`config.mk`:
```
export PLATFORM = sky130hd
export DESIGN_NAME = ext_reg_top
export DESIGN_NICKNAME = d
export VERILOG_FILES = /design/src/common/ext_reg_pkg.sv /design/src/esp_spi/esp_spi_rx.sv /design/src/ext_reg/ext_reg_file.sv /design/src/mmio/mmio_decode.sv /design/src/mmio/mmio_execute.sv /design/src/mmio/mmio_result.sv /design/src/source/ext_reg_top.sv
export SDC_FILE = /design/constraint.sdc
export NUM_CORES = 1
export LEC_CHECK = 0
export ABC_CLOCK_PERIOD_IN_PS = 13100
export BUFFER_PORTS_ARGS = -buffer_cell sky130_fd_sc_hd__buf_4
export CAP_MARGIN = 20
export CORE_MARGIN = 5
export CORE_UTILIZATION = 44
export CTS_CLUSTER_DIAMETER = 40
export DETAILED_ROUTE_END_ITERATION = 12
export PLACE_DENSITY = 0.59
export SLEW_MARGIN = 20
export SYNTH_ARGS = -nofsm -noshare
export SYNTH_HDL_FRONTEND = slang
export SYNTH_SLANG_ARGS = --single-unit
```
`constraint.sdc`:
```
create_clock -name hwclk -period 13.1 [get_ports hwclk]
set_input_delay 1.31 -clock hwclk [delete_from_list [all_inputs] [get_ports hwclk]]
set_output_delay 1.31 -clock hwclk [all_outputs]
set_load 0.02 [all_outputs]
```
`src/common/ext_reg_pkg.sv`:
```
`default_nettype none

package ext_reg_pkg;

  // Request kind driven by the CPU memory stage
  typedef enum logic [1:0] {
    RWI_IDLE  = 2'b00,
    RWI_READ  = 2'b01,
    RWI_WRITE = 2'b10
  } rwi_t;

  typedef struct packed {
    rwi_t        rwi;   // Held until cpu_ack
    logic [31:0] addr;
    logic [31:0] wdata;
  } cpu_req_t;

  // One address word seen either as a register slot or as a memory address
  typedef union packed {
    struct packed {
      logic [26:0] window; // Compared against EXT_WINDOW
      logic [4:0]  idx;    // Register file slot
    } ext;
    logic [31:0] mem;
  } cpu_addr_u;

  // Window 0x20 puts the registers at byte addresses 0x400 to 0x41f
  localparam logic [26:0] EXT_WINDOW = 27'h000_0020;

  typedef struct packed {
    logic        rd;    // Read strobe, held until mem_ack
    logic        wr;    // Write strobe, held until mem_ack
    logic [31:0] addr;
    logic [31:0] wdata;
  } mem_req_t;

  typedef struct packed {
    logic        en;    // One-cycle write pulse
    logic [4:0]  idx;
    logic [31:0] data;
  } reg_wr_t;

  // Target codes where bit 1 selects memory and bit 0 marks a write
  localparam logic [1:0] TGT_EXT_RD = 2'd0;
  localparam logic [1:0] TGT_EXT_WR = 2'd1;
  localparam logic [1:0] TGT_MEM_RD = 2'd2;
  localparam logic [1:0] TGT_MEM_WR = 2'd3;

  typedef struct packed {
    logic [1:0]  target;
    cpu_addr_u   addr;
    logic [31:0] wdata;
  } op_t;

  localparam int unsigned FRAME_START_BIT = 7; // Marks the first byte of a frame

endpackage

`default_nettype wire

```
`src/esp_spi/esp_spi_rx.sv`:
```
`timescale 1ns/100ps
`default_nettype none

module esp_spi_rx #(
  parameter int unsigned SCLK_DIV = 4 // Clocks per strobe half-period
) (
  input  wire logic            clk,
  input  wire logic            arst_n,
  input  wire logic [7:0]      esp_in,   // Byte bus from the ESP32
  output logic                 sclk_out, // Strobe back to the ESP32
  output ext_reg_pkg::reg_wr_t reg_wr    // Write port of the register file
);
  import ext_reg_pkg::*;

  localparam int unsigned DIV_W = $clog2(SCLK_DIV);

  logic [DIV_W-1:0] div_cnt;
  logic             half_tick;  // Last clock of a half-period
  logic             sample;     // Strobe rises on this edge
  logic             start_byte;
  logic [2:0]       byte_cnt;   // Zero while no frame is open
  logic [4:0]       frame_idx;  // Index from the start byte
  logic [31:0]      shift_q;    // Data bytes, MSB first
  logic             wr_en_q;

  assign half_tick  = div_cnt == DIV_W'(SCLK_DIV - 1);
  assign sample     = half_tick && !sclk_out; // Rising edge of the strobe
  assign start_byte = esp_in[FRAME_START_BIT];

  // Strobe divider
  always_ff @(posedge clk or negedge arst_n) begin
    if (!arst_n) begin
      div_cnt  <= '0;
      sclk_out <= 1'b0;
    end else if (half_tick) begin
      div_cnt  <= '0;
      sclk_out <= !sclk_out;
    end else begin
      div_cnt <= div_cnt + 1'b1;
    end
  end

  // Frame position where a start byte always reopens the frame
  always_ff @(posedge clk or negedge arst_n) begin
    if (!arst_n) begin
      byte_cnt <= '0;
      wr_en_q  <= 1'b0;
    end else begin
      wr_en_q <= 1'b0;
      if (sample) begin
        if (start_byte) begin
          byte_cnt <= 3'd1;
        end else if (byte_cnt == 3'd4) begin
          byte_cnt <= '0; // Fourth data byte closes the frame
          wr_en_q  <= 1'b1;
        end else if (byte_cnt != '0) begin
          byte_cnt <= byte_cnt + 3'd1;
        end
        // Stray data bytes between frames fall through here
      end
    end
  end

  always_ff @(posedge clk) begin
    if (sample) begin
      if (start_byte) begin
        frame_idx <= esp_in[4:0];
      end else if (byte_cnt != '0) begin
        shift_q <= {shift_q[23:0], esp_in};
      end
    end
  end

  assign reg_wr = '{en: wr_en_q, idx: frame_idx, data: shift_q};

endmodule

`default_nettype wire

```
`src/ext_reg/ext_reg_file.sv`:
```
`timescale 1ns/100ps
`default_nettype none

module ext_reg_file (
  input  wire logic                 clk,
  input  wire logic                 arst_n,
  input  wire ext_reg_pkg::reg_wr_t reg_wr,  // From the ESP32 receiver
  input  wire logic                 rd_en,   // One-cycle read strobe
  input  wire logic [4:0]           rd_idx,
  output logic [31:0]               rd_data, // Valid with rd_ack
  output logic                      rd_ack
);

  localparam int unsigned NUM_REGS = 32;

  logic [31:0] regs [NUM_REGS];

  // Receiver is the only writer
  // CPU side never writes here
  always_ff @(posedge clk or negedge arst_n) begin
    if (!arst_n) begin
      for (int i = 0; i < NUM_REGS; i++) begin
        regs[i] <= '0;
      end
    end else if (reg_wr.en) begin
      regs[reg_wr.idx] <= reg_wr.data;
    end
  end

  // Ack follows the strobe by one clock
  always_ff @(posedge clk or negedge arst_n) begin
    if (!arst_n) begin
      rd_ack <= 1'b0;
    end else begin
      rd_ack <= rd_en;
    end
  end

  // Same-edge write is not forwarded so the new value shows on the next read
  always_ff @(posedge clk) begin
    if (rd_en) begin
      rd_data <= regs[rd_idx];
    end
  end

endmodule

`default_nettype wire

```
`src/mmio/mmio_decode.sv`:
```
`timescale 1ns/100ps
`default_nettype none

module mmio_decode (
  input  wire logic                  clk,
  input  wire logic                  arst_n,
  input  wire ext_reg_pkg::cpu_req_t cpu_req,  // Level from the CPU
  input  wire logic                  busy,     // Previous request still open
  output logic                       op_valid, // One cycle per taken request
  output ext_reg_pkg::op_t           op
);
  import ext_reg_pkg::*;

  cpu_addr_u  req_addr;
  logic       in_window;
  logic       is_write;
  logic       take;
  logic [1:0] target;

  assign req_addr  = cpu_req.addr;
  assign in_window = req_addr.ext.window == EXT_WINDOW;
  assign is_write  = cpu_req.rwi == RWI_WRITE;

  // Idle and the unused code are both ignored
  assign take = ((cpu_req.rwi == RWI_READ) || is_write) && !busy;

  always_comb begin
    if (in_window) begin
      target = is_write ? TGT_EXT_WR : TGT_EXT_RD;
    end else begin
      target = is_write ? TGT_MEM_WR : TGT_MEM_RD;
    end
  end

  always_ff @(posedge clk or negedge arst_n) begin
    if (!arst_n) begin
      op_valid <= 1'b0;
    end else begin
      op_valid <= take;
    end
  end

  // Op stays put until the next take as execute reads it throughout
  always_ff @(posedge clk) begin
    if (take) begin
      op <= '{target: target, addr: req_addr, wdata: cpu_req.wdata};
    end
  end

endmodule

`default_nettype wire

```
`src/mmio/mmio_execute.sv`:
```
`timescale 1ns/100ps
`default_nettype none

module mmio_execute (
  input  wire logic             clk,
  input  wire logic             arst_n,
  input  wire logic             op_valid,
  input  wire ext_reg_pkg::op_t op,
  output logic                  busy,
  output logic                  rd_en,    // Register file read strobe
  output logic [4:0]            rd_idx,
  output ext_reg_pkg::mem_req_t mem_req,  // Outside memory port
  input  wire logic             mem_ack,
  output logic                  done,     // Access finished, ack next clock
  output logic [1:0]            done_src  // Target of the finished op
);
  import ext_reg_pkg::*;

  localparam logic [2:0] ST_IDLE     = 3'd0;
  localparam logic [2:0] ST_RD_ISSUE = 3'd1; // rd_en out
  localparam logic [2:0] ST_RD_WAIT  = 3'd2; // Data comes back with rd_ack
  localparam logic [2:0] ST_WR       = 3'd3; // Window write, dropped
  localparam logic [2:0] ST_MEM      = 3'd4; // Strobes held
  localparam logic [2:0] ST_ACK      = 3'd5; // cpu_ack cycle

  logic [2:0] state, next_state;
  logic       mem_wait;

  assign mem_wait = state == ST_MEM;

  always_comb begin
    next_state = state;
    case (state)
      ST_IDLE: begin
        if (op_valid) begin
          case (op.target)
            TGT_EXT_RD: next_state = ST_RD_ISSUE;
            TGT_EXT_WR: next_state = ST_WR;
            default:    next_state = ST_MEM;
          endcase
        end
      end
      ST_RD_ISSUE:       next_state = ST_RD_WAIT;
      ST_RD_WAIT, ST_WR: next_state = ST_ACK;
      ST_MEM:            next_state = mem_ack ? ST_ACK : ST_MEM;
      default:           next_state = ST_IDLE;
    endcase
  end

  always_ff @(posedge clk or negedge arst_n) begin
    if (!arst_n) begin
      state <= ST_IDLE;
    end else begin
      state <= next_state;
    end
  end

  assign busy     = op_valid || (state != ST_IDLE); // Covers decode cycle too
  assign rd_en    = state == ST_RD_ISSUE;
  assign rd_idx   = op.addr.ext.idx;
  assign done     = (state == ST_RD_WAIT) || (state == ST_WR) || (mem_wait && mem_ack);
  assign done_src = op.target;

  assign mem_req = '{
    rd:    mem_wait && (op.target == TGT_MEM_RD),
    wr:    mem_wait && (op.target == TGT_MEM_WR),
    addr:  op.addr.mem,
    wdata: op.wdata
  };

endmodule

`default_nettype wire

```
`src/mmio/mmio_result.sv`:
```
`timescale 1ns/100ps
`default_nettype none

module mmio_result (
  input  wire logic        clk,
  input  wire logic        arst_n,
  input  wire logic        done,      // From execute
  input  wire logic [1:0]  done_src,  // Target code of that op
  input  wire logic        rd_ack,    // Register file answer
  input  wire logic [31:0] rd_data,
  input  wire logic [31:0] mem_rdata, // Valid with mem_ack
  output logic             cpu_ack,   // One pulse per request
  output logic [31:0]      cpu_rdata
);
  import ext_reg_pkg::*;

  logic [31:0] next_rdata;

  // Source that finished picks the data
  always_comb begin
    next_rdata = '0; // Writes return zero
    if (rd_ack) begin
      next_rdata = rd_data;
    end else if (done_src == TGT_MEM_RD) begin
      next_rdata = mem_rdata;
    end
  end

  always_ff @(posedge clk or negedge arst_n) begin
    if (!arst_n) begin
      cpu_ack <= 1'b0;
    end else begin
      cpu_ack <= done;
    end
  end

  // Only meaningful while cpu_ack is high
  always_ff @(posedge clk) begin
    if (done) begin
      cpu_rdata <= next_rdata;
    end
  end

endmodule

`default_nettype wire

```
`src/source/ext_reg_top.sv`:
```
`timescale 1ns/100ps
`default_nettype none

module ext_reg_top #(
  parameter int unsigned SCLK_DIV = 4 // Strobe half-period in clocks
) (
  input  wire logic                  hwclk,
  input  wire logic                  arst_n,
  input  wire logic [7:0]            esp_in,    // ESP32 byte bus
  output logic                       sclk_out,  // ESP32 strobe
  input  wire ext_reg_pkg::cpu_req_t cpu_req,
  output logic                       cpu_ack,
  output logic [31:0]                cpu_rdata,
  output logic                       busy,
  output ext_reg_pkg::mem_req_t      mem_req,   // Addresses outside the window
  input  wire logic                  mem_ack,
  input  wire logic [31:0]           mem_rdata
);
  import ext_reg_pkg::*;

  reg_wr_t     reg_wr;   // Receiver to register file
  logic        rd_en;
  logic [4:0]  rd_idx;
  logic [31:0] rd_data;
  logic        rd_ack;
  logic        op_valid; // Decode to execute
  op_t         op;
  logic        done;     // Execute to result
  logic [1:0]  done_src;

  esp_spi_rx #(
    .SCLK_DIV (SCLK_DIV)
  ) esp_spi_rx_i (
    .clk      (hwclk),
    .arst_n   (arst_n),
    .esp_in   (esp_in),
    .sclk_out (sclk_out),
    .reg_wr   (reg_wr)
  );

  ext_reg_file ext_reg_file_i (
    .clk     (hwclk),
    .arst_n  (arst_n),
    .reg_wr  (reg_wr),
    .rd_en   (rd_en),
    .rd_idx  (rd_idx),
    .rd_data (rd_data),
    .rd_ack  (rd_ack)
  );

  mmio_decode mmio_decode_i (
    .clk      (hwclk),
    .arst_n   (arst_n),
    .cpu_req  (cpu_req),
    .busy     (busy),
    .op_valid (op_valid),
    .op       (op)
  );

  mmio_execute mmio_execute_i (
    .clk      (hwclk),
    .arst_n   (arst_n),
    .op_valid (op_valid),
    .op       (op),
    .busy     (busy),
    .rd_en    (rd_en),
    .rd_idx   (rd_idx),
    .mem_req  (mem_req),
    .mem_ack  (mem_ack),
    .done     (done),
    .done_src (done_src)
  );

  mmio_result mmio_result_i (
    .clk       (hwclk),
    .arst_n    (arst_n),
    .done      (done),
    .done_src  (done_src),
    .rd_ack    (rd_ack),
    .rd_data   (rd_data),
    .mem_rdata (mem_rdata),
    .cpu_ack   (cpu_ack),
    .cpu_rdata (cpu_rdata)
  );

endmodule

`default_nettype wire

```
==> summary.md, run 1 <==
| Metric | Value |
|---|---|
| Outcome | `finished clean` |
| Final hold violation count | `0` |
| Sw frac | `27.5%` |
| Clk pin slew, worst setup/hold paths | `0.06 ns` |
| Setup Skew | `0.0332 ns` |
| Post-DP HPWL | `74000 um` |
| Tcrit/Tclk final | `31.8%` |
| Critical Path Most Common Cell | `buf_12` |
| CTS root buf | `clkbuf_16` |
| Gpl congestion | `0.776` |
| CP max FO | `130` |
| Synth Net Count | `3391` |
| WP buf/inv | `2` |
| Final-stage net count | `3549` |
| Critical Path End Type | `flop` |
| Worst hold slack | `0.434 ns` |
| Clk Latency, worst-skew pair | `0.75 ns` |
| Measured slew at the worst slew-check pin | `1.18 ns` |
| Comb power frac | `15.5%` |
| Ys flop type | `dfrtp_1` |
| Cells on worst reg2reg path | `6` |
| Final setup viols | `0` |
| Clock power share | `44.3%` |
| Hold_buf cts | `0` |
| Die Height | `337 um` |
| Finished Layout Cells | `4969` |
| Share of layout cells above drive strength 1 | `41.0%` |
| Total track usage | `23.0%` |
| Total Die Area | `0.114 sq mm` |
| CP max stage cell | `edfxtp_1` |
| Clock tree sinks | `1068` |
| 1st-iter DRT viols | `1716` |
| DIE WIDTH | `337 um` |
| Worst path max stage delay | `1.03 ns` |
| Adder-Cell Fraction of Synth Area | `0.106%` |
| I/O Buffers | `209` |
| Core Box Area | `0.107 sq mm` |
| Mux cell area share after synthesis | `30.9%` |
| R2r setup slk | `8.93 ns` |
| DR vias/cell | `5.71` |
| Core Util, Final | `51.7%` |
| Starting density of the core | `44.2%` |
| Post-CTS resize count | `0` |
| Deepest clock path buffer count | `3` |
| Worst Hold Launch | `esp_spi_rx_i.div_cnt[0]` |
| FMAX | `240 MHz` |
| Syn-to-layout area delta | `17.1%` |
| Most frequent cells in the layout | `dfrtp_1 (909), mux2_2 (876), mux2i_1 (448)` |
| Num CTS Buffers | `152` |
| Mean Syn Cell Area | `14.4 sq um` |
| Setup TNS | `0 ns` |
| Slew headroom | `21.5%` |
| Final Max Tran Viols | `0` |
| Reg-to-reg critical path endpoint | `ext_reg_file_i.rd_data[26]` |
| Worst setup SP type | `flop` |
| H-tree depth | `4` |
| Largest family of logic cells by synthesized area | `multiplexers` |
| Post-synth EDFFs | `159` |
| Cell count after placement | `4672` |
| Seq/Total Area, Yosys | `58.4%` |
| Hold WC Path Type | `reg -> reg` |
| ANT nets after route | `0` |
| Synth Register Bits | `1068` |
| Drc violations | `0` |
| First-pass GRT wire length | `196000 um` |
| XOR/XNOR Fraction of Synth Area | `0.0186%` |
| Critical Path RT | `13.56 ns` |
| Synth Instances | `3278` |
| Row Count | `120` |
| Family with the most delay on the worst path | `buffers and inverters` |
| Vias in the first global route | `30900` |
| Initial antenna violation count | `4` |
| Syn. warnings | `0` |
| Synth unique cells | `45` |
| Critical path type | `reg -> reg` |
| Unrepaired setup endpoints after global routing | `false` |
| Synth area leaders | `dfrtp_1 (48%), mux2_2 (21%), edfxtp_1 (10%), mux2i_1 (9.5%), a22o_1 (1.6%)` |
| Pwr dens | `168 mW/mm^2` |
| Hold Path Cell Cnt | `1` |
| Max-Cap Viols | `0` |
| Overflow after GRT | `0` |
| Worst r2r src | `mmio_decode_i.op[33]` |
| Post-Syn Area | `0.0471 sq mm` |
| Post-Route WL | `130000 um` |
| Hold Crit Endpoint | `esp_spi_rx_i.div_cnt[0]` |
| Routed len/inst | `26.1 um` |
| Largest area contributor in the netlist | `dfrtp_1` |
| Commonest non-fill, non-tap cell in the layout | `dfrtp_1` |
| CP Data Arrival Time | `4.62 ns` |
| I/O pin count | `210` |
| CTS tree | `done` |
| Sequential group share of total power | `40.3%` |
| Lkg Pwr | `0.0272 uW` |
| Internal power | `6730 uW` |
| Tot Pwr | `9280 uW` |
| Switch Pwr | `2560 uW` |
| CP cell instances | `buf_12 -> buf_12 -> mux2i_1 -> a21oi_1 -> a31oi_1 -> nand3_1` |
| Vias post-DR | `28400` |
| Simple-Gate Fraction of Synth Area | `3.51%` |
| Min Tclk post-route | `4.17 ns` |
| Synth Area in Compound Gates | `4.28%` |
| Post-CTS Repair Setup Buffers | `0` |
| Peak VDD IR | `112 uV` |
| Asr flop ratio synth | `85.1%` |
| Top cell type's share of synthesized area | `48.2%` |
| Largest net degree at the start of global routing | `185` |
| Pre-antenna DRT Iters | `5` |
power groups by stage:
| stage | clock network, uW | registers (uW) | logic [uW] |
|---|---|---|---|
| after CTS | 4190 | 3740 | 1440 |
| after floorplan | 0 | 3850 | 771 |
| after global routing | 4330 | 3750 | 1530 |
| after detailed placement | 0 | 3800 | 1440 |
| after global placement | 0 | 3790 | 1420 |
| final | 4110 | 3740 | 1440 |
logic make-up (layout without fill, tap and decap cells):
family	Yosys count	after routing
AO/OA/AOI/OAI	290	290
flip-flops	1068	1068
multiplexers	1344	1344
buffers and inverters	279	565
AND/OR/NAND/NOR	292	292
other	0	2
XOR/XNOR	1	1
adder cells (fa/ha/maj)	4	4
area by class of cell:
type / count / area (sq um)
multi-input combinational: 1931 / 18400
clock buffer: 191 / 4160
tap: 1403 / 1760
timing repair buffer: 276 / 2350
inverter: 7 / 26.3
clock inverter: 91 / 1000
antenna: 2 / 5.00
sequential: 1068 / 27500
fill: 8757 / 51500
flip-flops by register name, summed over array words and instances (netlist names), 2 cells and up:
| signal | count |
|---|---|
| ext_reg_file_i.regs | 896 |
| esp_spi_rx_i.shift_q | 28 |
| esp_spi_rx_i.byte_cnt | 3 |
| esp_spi_rx_i.frame_idx | 5 |
| mmio_result_i.cpu_rdata | 32 |
| ext_reg_file_i.rd_data | 28 |
| esp_spi_rx_i.div_cnt | 2 |
| mmio_execute_i.state | 3 |
| mmio_decode_i.op | 66 |
per-stage QoR:
step                      worst slack, ns  cell area (sq um)
after global routing                 8.73              55200
after global placement               8.66              49700
final                                8.93              55200
after CTS                            8.94              55000
after detailed placement             8.44              49800
after floorplan                      8.20              47100
worst register-to-register path: stages, from the launching register on:
cell      delay [ns]
edfxtp_1        1.03
buf_12          0.71
buf_12          0.93
mux2i_1         0.50
a21oi_1         0.08
a31oi_1         0.49
nand3_1         0.14
synth_stat cells (8+ instances only):
master	count
dfrtp_1	909
mux2_2	876
mux2i_1	448
edfxtp_1	159
clkbuf_1	142
nand2_1	92
buf_2	88
a21oi_1	86
nand3_1	85
a22o_1	84
a22oi_1	84
nor3_1	35
a31oi_1	30
buf_4	22
mux2_1	20
nand2_2	16
buf_1	10
buf_6	10
nor2_8	9
nor2_1	8
layer usage:
metal,global-route usage (%),wire (um),share of wire (%)
met1,31.6,58700,45
met4,6.72,3360,2.6
met3,4.09,6450,5.0
met2,37.6,61100,47
met5,0,0,0
worst max path at each step:
| stage | from | to | slack (ns) | cells past startpoint |
|---|---|---|---|---|
| 6_report | mmio_decode_i.op[33] | ext_reg_file_i.rd_data[26] | 8.93 | 6 |
| 2_1_floorplan | cpu_req[64] | mmio_decode_i.op[0] | 8.20 | 3 |
| 3_5_place_dp | arst_n | ext_reg_file_i.regs[481] | 8.44 | 4 |
| 5_1_grt | mmio_decode_i.op[33] | ext_reg_file_i.rd_data[11] | 8.73 | 7 |
| 3_3_place_gp | arst_n | ext_reg_file_i.regs[417] | 8.66 | 4 |
| 4_1_cts | mmio_decode_i.op[33] | ext_reg_file_i.rd_data[12] | 8.94 | 7 |
No activity file was read; power rests on OpenSTA's default activity.
==> inputs of run 2 (changes only) <==
- ABC_CLOCK_PERIOD_IN_PS: 13100 -> 4000
- clock period: 13.1 -> 4 ns (I/O delays scaled with it)
==> summary.md, run 2 (same netlist as run 1, synthesis figures left out) <==
| Metric | Value |
|---|---|
| Outcome | `finished clean` |
| Peak VDD IR | `406 uV (+260%)` |
| Max reg flops | `896 (unchanged)` |
| H-tree depth | `4 (unchanged)` |
| Clk pin slew, worst setup/hold paths | `0.06 ns (about the same)` |
| Starting density of the core | `44.2% (unchanged)` |
| Final hold violation count | `0 (unchanged)` |
| Critical path type | `reg -> reg` |
| FMAX | `315 MHz (+31%)` |
| Clock tree sinks | `1068 (unchanged)` |
| Clk Latency, worst-skew pair | `0.74 ns (about the same)` |
| Num CTS Buffers | `147 (-3.3%)` |
| Share of layout cells above drive strength 1 | `39.9% (-1.1 points)` |
| Multi-input gate area in the final layout | `0.0184 sq mm (about the same)` |
| DR vias/cell | `5.68 (-0.46%)` |
| CTS root buf | `clkbuf_16` |
| Unrepaired setup endpoints after global routing | `false` |
| Post-DP HPWL | `75400 um (+1.8%)` |
| Slew headroom | `22.1% (+0.63 points)` |
| Syn-to-layout area delta | `19.7%` |
| CP max FO | `74 (-43%)` |
| Routed len/inst | `25.6 um (-1.8%)` |
| CP Data Arrival Time | `3.56 ns (-1.06 ns)` |
| Die Height | `337 um (unchanged)` |
| CP cell instances | `and2_4 -> buf_12 -> a22o_1 -> nor3_1 -> a31oi_1 -> nand3_1` |
| Post-CTS resize count | `0 (unchanged)` |
| Max-Cap Viols | `0 (unchanged)` |
| Largest registers | `ext_reg_file_i.regs (896), mmio_decode_i.op (66), mmio_result_i.cpu_rdata (32)` |
| ANT nets after route | `0 (unchanged)` |
| Total track usage | `22.9% (-0.045 points)` |
| Design area | `0.0565 sq mm (+2.3%)` |
| Pre-antenna DRT Iters | `5 (unchanged)` |
| Vias post-DR | `28900 (+1.9%)` |
| DIE WIDTH | `337 um (unchanged)` |
| Deepest clock path buffer count | `3 (unchanged)` |
| Tcrit/Tclk final | `79.5% (+48 points)` |
| CP startpoint | `mmio_decode_i.op[34]` |
| Final Max Tran Viols | `0 (unchanged)` |
| Critical Path End Type | `flop` |
| Total Die Area | `0.114 sq mm (unchanged)` |
| Measured slew at the worst slew-check pin | `1.17 ns (-0.00946 ns)` |
| Worst path max stage delay | `0.62 ns (-0.41 ns)` |
| I/O pin count | `210 (unchanged)` |
| Final setup viols | `0 (unchanged)` |
| Commonest non-fill, non-tap cell in the layout | `dfrtp_1` |
| Worst Hold Launch | `cpu_req[64]` |
| Min Tclk post-route | `3.18 ns (-0.987 ns)` |
| 1st-iter DRT viols | `1862 (+8.5%)` |
| Vias in the first global route | `31500 (+2.0%)` |
| CP max stage cell | `and2_4` |
| Post-Place Cell Area | `0.0501 sq mm (+0.68%)` |
| Post-Route WL | `130000 um (+0.49%)` |
| Row Count | `120 (unchanged)` |
| Core Box Area | `0.107 sq mm (unchanged)` |
| Setup Skew | `0.0299 ns (-0.00337 ns)` |
| Core Util, Final | `52.9% (+1.2 points)` |
| Lkg Pwr | `0.0277 uW (+1.9%)` |
| FF+latch area | `0.0275 sq mm (unchanged)` |
| Post-CTS Repair Setup Buffers | `0 (unchanged)` |
| First-pass GRT wire length | `196000 um (+0.21%)` |
| Gpl congestion | `0.775 (-0.12%)` |
| Worst setup SP type | `flop` |
| CTS tree | `done` |
| N_diodes | `0 (-2)` |
| Hold WC Path Type | `in -> reg` |
| Hold_buf cts | `107 (+107)` |
| I/O Buffers | `209 (unchanged)` |
| Setup TNS | `0 ns (unchanged)` |
| Overflow after GRT | `0 (unchanged)` |
| Initial antenna violation count | `6 (+2)` |
| Final-stage net count | `3676 (+3.6%)` |
| Largest net degree at the start of global routing | `111 (-40%)` |
| Worst r2r src | `mmio_decode_i.op[34]` |
| Biggest register | `ext_reg_file_i.regs` |
| Filler Cell Count | `8691 (-0.75%)` |
| Drc violations | `0 (unchanged)` |
| Critical Path RT | `4.38 ns (-9.18 ns)` |
| Pwr dens | `536 mW/mm^2 (+220%)` |
| Most frequent cells in the layout | `dfrtp_1 (909), mux2_2 (876), mux2i_1 (448)` |
[run 2: cell types whose count changed in the layout (fill, tap and decap cells not counted), moves of 3 or more]
cell           before  now
buf_16              5    2
clkinv_2           34   22
clkinv_1            2    9
clkbuf_8            8   11
clkbuf_16         158  154
clkbuf_1           25   20
buf_4             251  266
buf_12              7   20
dlygate4sd3_1       0  107
clkinvlp_4         14    9
[run 2: cell type report]
type                       instances  area share [%]
clock buffer                     185            7.23
tap                             1403            3.11
multi-input combinational       1931            32.6
sequential                      1068            48.8
clock inverter                    85            1.72
inverter                           7          0.0465
timing repair buffer             408            6.59
[run 2: worst max-delay path: cells and delay by family, from the launching register on]
family          cells  cell delay, ns
simple gates        3            1.02
compound gates      2            0.72
buf+inv             1            0.51
flops               1            0.50
[run 2: layer usage]
layer | up-vias | GRT usage, % | wire length [um]
met5 | - | 0 | 0
met2 | 727 | 37.5 | 62000
li1 | 12600 | - | -
met4 | 0 | 7.58 | 3820
met3 | 239 | 4.43 | 6900
met1 | 15300 | 31.0 | 57500
[run 2: report_power, final]
| group | total, uW | internal [uW] | switching (uW) |
|---|---|---|---|
| combinational | 4900 | 1840 | 3070 |
| sequential | 12200 | 11800 | 344 |
| clock | 13200 | 8260 | 4940 |
[run 2: path summary, 6_finish.rpt]
path | depth (start not counted) | slack (ns) | endpoint
max | 6 | 0.82 | ext_reg_file_i.rd_data[5]
min | 3 | 0.09 | mmio_decode_i.op[64]
min reg2reg | 1 | 0.44 | esp_spi_rx_i.div_cnt[0]
min in group asynchronous | 2 | 0.32 | ext_reg_file_i.regs[166]
max reg2reg | 6 | 0.82 | ext_reg_file_i.rd_data[5]
max in group asynchronous | 3 | 2.47 | ext_reg_file_i.regs[475]
[run 2: stage by stage]
stage / hold WS, ns / worst slack (ns) / total power [uW] / cells
finish: 0.0877 / 0.821 / 30300 / 5087
global route: 0.0447 / 0.630 / 31400 / 5087
CTS: 0.0253 / 0.863 / 30600 / 5076
detailed placement: 0.431 / 0.860 / 17200 / 4699
global placement: 0.420 / 0.905 / 17100 / 4693
floorplan: 0.104 / 0.715 / 15100 / 3278
==> inputs of run 3 (changes only) <==
- ABC_CLOCK_PERIOD_IN_PS: 4000 -> 3300
- clock period: 4 -> 3.3 ns (I/O delays scaled with it)
==> summary.md, run 3 (same netlist as run 1, synthesis figures left out) <==
| Metric | Value |
|---|---|
| Peak VDD IR | `499 uV (+23%)` |
| Slew headroom | `28.2% (+6.1 points)` |
| Post-CTS Repair Setup Buffers | `0 (unchanged)` |
| Commonest non-fill, non-tap cell in the layout | `dfrtp_1` |
| Total track usage | `23.6% (+0.68 points)` |
| DIE WIDTH | `337 um (unchanged)` |
| Met1 Usage GRT | `32.6% (+1.6 points)` |
| Cells on worst reg2reg path | `7 (+1)` |
| Most frequent cells in the layout | `dfrtp_1 (909), mux2_2 (876), mux2i_1 (448)` |
| Met2 Resource Use GR | `39.1% (+1.7 points)` |
| Largest net degree at the start of global routing | `115 (+3.6%)` |
| 1st-iter DRT viols | `1983 (+6.5%)` |
| Design area | `0.0570 sq mm (+0.94%)` |
| Worst Setup EP | `ext_reg_file_i.rd_data[14]` |
| Post-DP HPWL | `81300 um (+7.9%)` |
| Outcome | `finished clean` |
| Post-Place Cell Area | `0.0507 sq mm (+1.1%)` |
| FF+latch area | `0.0275 sq mm (unchanged)` |
| First-pass GRT wire length | `202000 um (+2.7%)` |
| WP buf/inv | `2 (+1)` |
| Tcrit/Tclk final | `88.1% (+8.6 points)` |
| Overflow after GRT | `0 (unchanged)` |
| DR vias/cell | `5.71 (+0.48%)` |
| M3 GR Usage | `3.79% (-0.63 points)` |
| CP Data Arrival Time | `3.31 ns (-0.25 ns)` |
| Critical Path RT | `3.70 ns (-0.68 ns)` |
| Cell count after placement | `4741 (+0.89%)` |
| Pre-antenna DRT Iters | `5 (unchanged)` |
| Max reg flops | `896 (unchanged)` |
| CTS root buf | `clkbuf_16` |
| Clk Latency, worst-skew pair | `0.74 ns (about the same)` |
| Clk pin slew, worst setup/hold paths | `0.05 ns (about the same)` |
| I/O pin count | `210 (unchanged)` |
| CP startpoint | `mmio_decode_i.op[32]` |
| Critical path type | `reg -> reg` |
| Family with the most delay on the worst path | `buffers and inverters` |
| Measured slew at the worst slew-check pin | `1.08 ns (-0.0911 ns)` |
| Tot Pwr | `36600 uW (+21%)` |
| Crit path depth | `7 (+1)` |
| Critical Path End Type | `flop` |
| Largest registers | `ext_reg_file_i.regs (896), mmio_decode_i.op (66), mmio_result_i.cpu_rdata (32)` |
| Vias post-DR | `29300 (+1.4%)` |
| Total Die Area | `0.114 sq mm (unchanged)` |
| Syn-to-layout area delta | `20.9%` |
| Deepest clock path buffer count | `3 (unchanged)` |
| CP cell instances | `nor2_4 -> buf_12 -> buf_4 -> a22o_1 -> nor3_1 -> a31oi_1 -> nand3_1` |
| CP max stage cell | `edfxtp_1` |
| I/O Buffers | `209 (unchanged)` |
| Most used routing layer | `met2` |
| H-tree depth | `4 (unchanged)` |
| Biggest register | `ext_reg_file_i.regs` |
| Num CTS Buffers | `148 (+0.68%)` |
| Worst r2r src | `mmio_decode_i.op[32]` |
| Row Count | `120 (unchanged)` |
| CP max FO | `57 (-23%)` |
| CTS tree | `done` |
| Multi-input gate area in the final layout | `0.0184 sq mm (about the same)` |
| Unrepaired setup endpoints after global routing | `false` |
| Final setup viols | `0 (unchanged)` |
| Max-Cap Viols | `0 (unchanged)` |
| Die Height | `337 um (unchanged)` |
| Final hold violation count | `0 (unchanged)` |
| Setup TNS | `0 ns (unchanged)` |
| Final Max Tran Viols | `0 (unchanged)` |
| Starting density of the core | `44.2% (unchanged)` |
| Core Box Area | `0.107 sq mm (unchanged)` |
| Worst path max stage delay | `0.51 ns (-0.11 ns)` |
| Pwr dens | `642 mW/mm^2 (+20%)` |
| Share of layout cells above drive strength 1 | `40.7% (+0.83 points)` |
| Clock tree sinks | `1068 (unchanged)` |
| Final-stage net count | `3722 (+1.3%)` |
| Routed len/inst | `26.1 um (+1.9%)` |
| Gpl congestion | `0.810 (+4.5%)` |
| Worst setup SP type | `flop` |
| Finished Layout Cells | `5134 (+0.92%)` |
| Setup Skew | `0.0250 ns (-0.00489 ns)` |
| Reg-to-reg critical path endpoint | `ext_reg_file_i.rd_data[14]` |
| Lkg Pwr | `0.0280 uW (+0.93%)` |
| Vias in the first global route | `31400 (-0.31%)` |
| ANT nets after route | `0 (unchanged)` |
| Hold WC Path Type | `in -> reg` |
| FMAX | `344 MHz (+9.4%)` |
| Filler Cell Count | `8711 (+0.23%)` |
| Min Tclk post-route | `2.91 ns (-0.272 ns)` |
| R2r setup slk | `0.39 ns (-0.43 ns)` |
| Initial antenna violation count | `3 (-3)` |
| Drc violations | `0 (unchanged)` |
| Post-Route WL | `134000 um (+2.8%)` |
| Core Util, Final | `53.4% (+0.50 points)` |
## run 3: cell types whose count changed in the layout (fill, tap and decap cells not counted), moves of 3 or more
cell / before / now
buf_4: 266 / 286
buf_12: 20 / 38
clkbuf_8: 11 / 20
clkinv_2: 22 / 29
bufinv_16: 15 / 9
clkinv_4: 9 / 3
clkinv_8: 5 / 0
clkinvlp_4: 9 / 14
buf_8: 13 / 17
clkbuf_16: 154 / 158
clkinv_1: 9 / 5
inv_6: 13 / 10
## run 3: area by class of cell
cell class              count  area share, %
well taps                1403           3.08
diodes                      2        0.00878
multi-input cells        1931           32.2
flip-flops and latches   1068           48.3
repair buffers            453           7.61
clock inverters            73           1.18
clock buffers             197           7.55
inverters                   7         0.0461
## run 3: worst min-delay path by stage
stage,from,end,slack (ns),cells after the start
after floorplan,arst_n,esp_spi_rx_i.byte_cnt[0],0.03,0
after global placement,arst_n,ext_reg_file_i.rd_ack,0.33,1
after detailed placement,arst_n,ext_reg_file_i.rd_ack,0.36,1
after CTS,cpu_req[64],mmio_decode_i.op_valid,0.11,4
after global routing,cpu_req[64],mmio_decode_i.op_valid,0.16,4
final,cpu_req[64],mmio_decode_i.op_valid,0.16,4
## run 3: metrics by stage
stage	worst slack [ns]	hold WS, ns
after floorplan	0.0148	0.0344
after detailed placement	0.528	0.364
after global routing	0.457	0.165
after CTS	0.513	0.112
final	0.393	0.158
after global placement	0.573	0.333
## run 3: power by group
group,total (uW),internal (uW),switching (uW)
clock,15700,9870,5880
combinational,6060,2320,3740
sequential,14800,14300,432
total,36600,26500,10100
## run 3: timing repair
| action | in CTS | in global routing |
|---|---|---|
| endpoints found under the hold margin | 166 | 0 |
| gates resized for setup | 0 | 0 |
| hold buffers | 108 | 0 |
## run 3: worst register-to-register path, cell delays in order (launching register included)
cell      delay (ns)
edfxtp_1        0.51
nor2_4          0.28
buf_12          0.37
buf_4           0.42
a22o_1          0.20
nor3_1          0.04
a31oi_1         0.48
nand3_1         0.28
## run 3: layer usage
metal | up-vias | wire [um] | share of wire [%]
li1 | 12700 | - | -
met4 | 0 | 2840 | 2.1
met5 | - | 0 | 0
met2 | 792 | 64600 | 48
met1 | 15600 | 59500 | 44
met3 | 195 | 6950 | 5.2
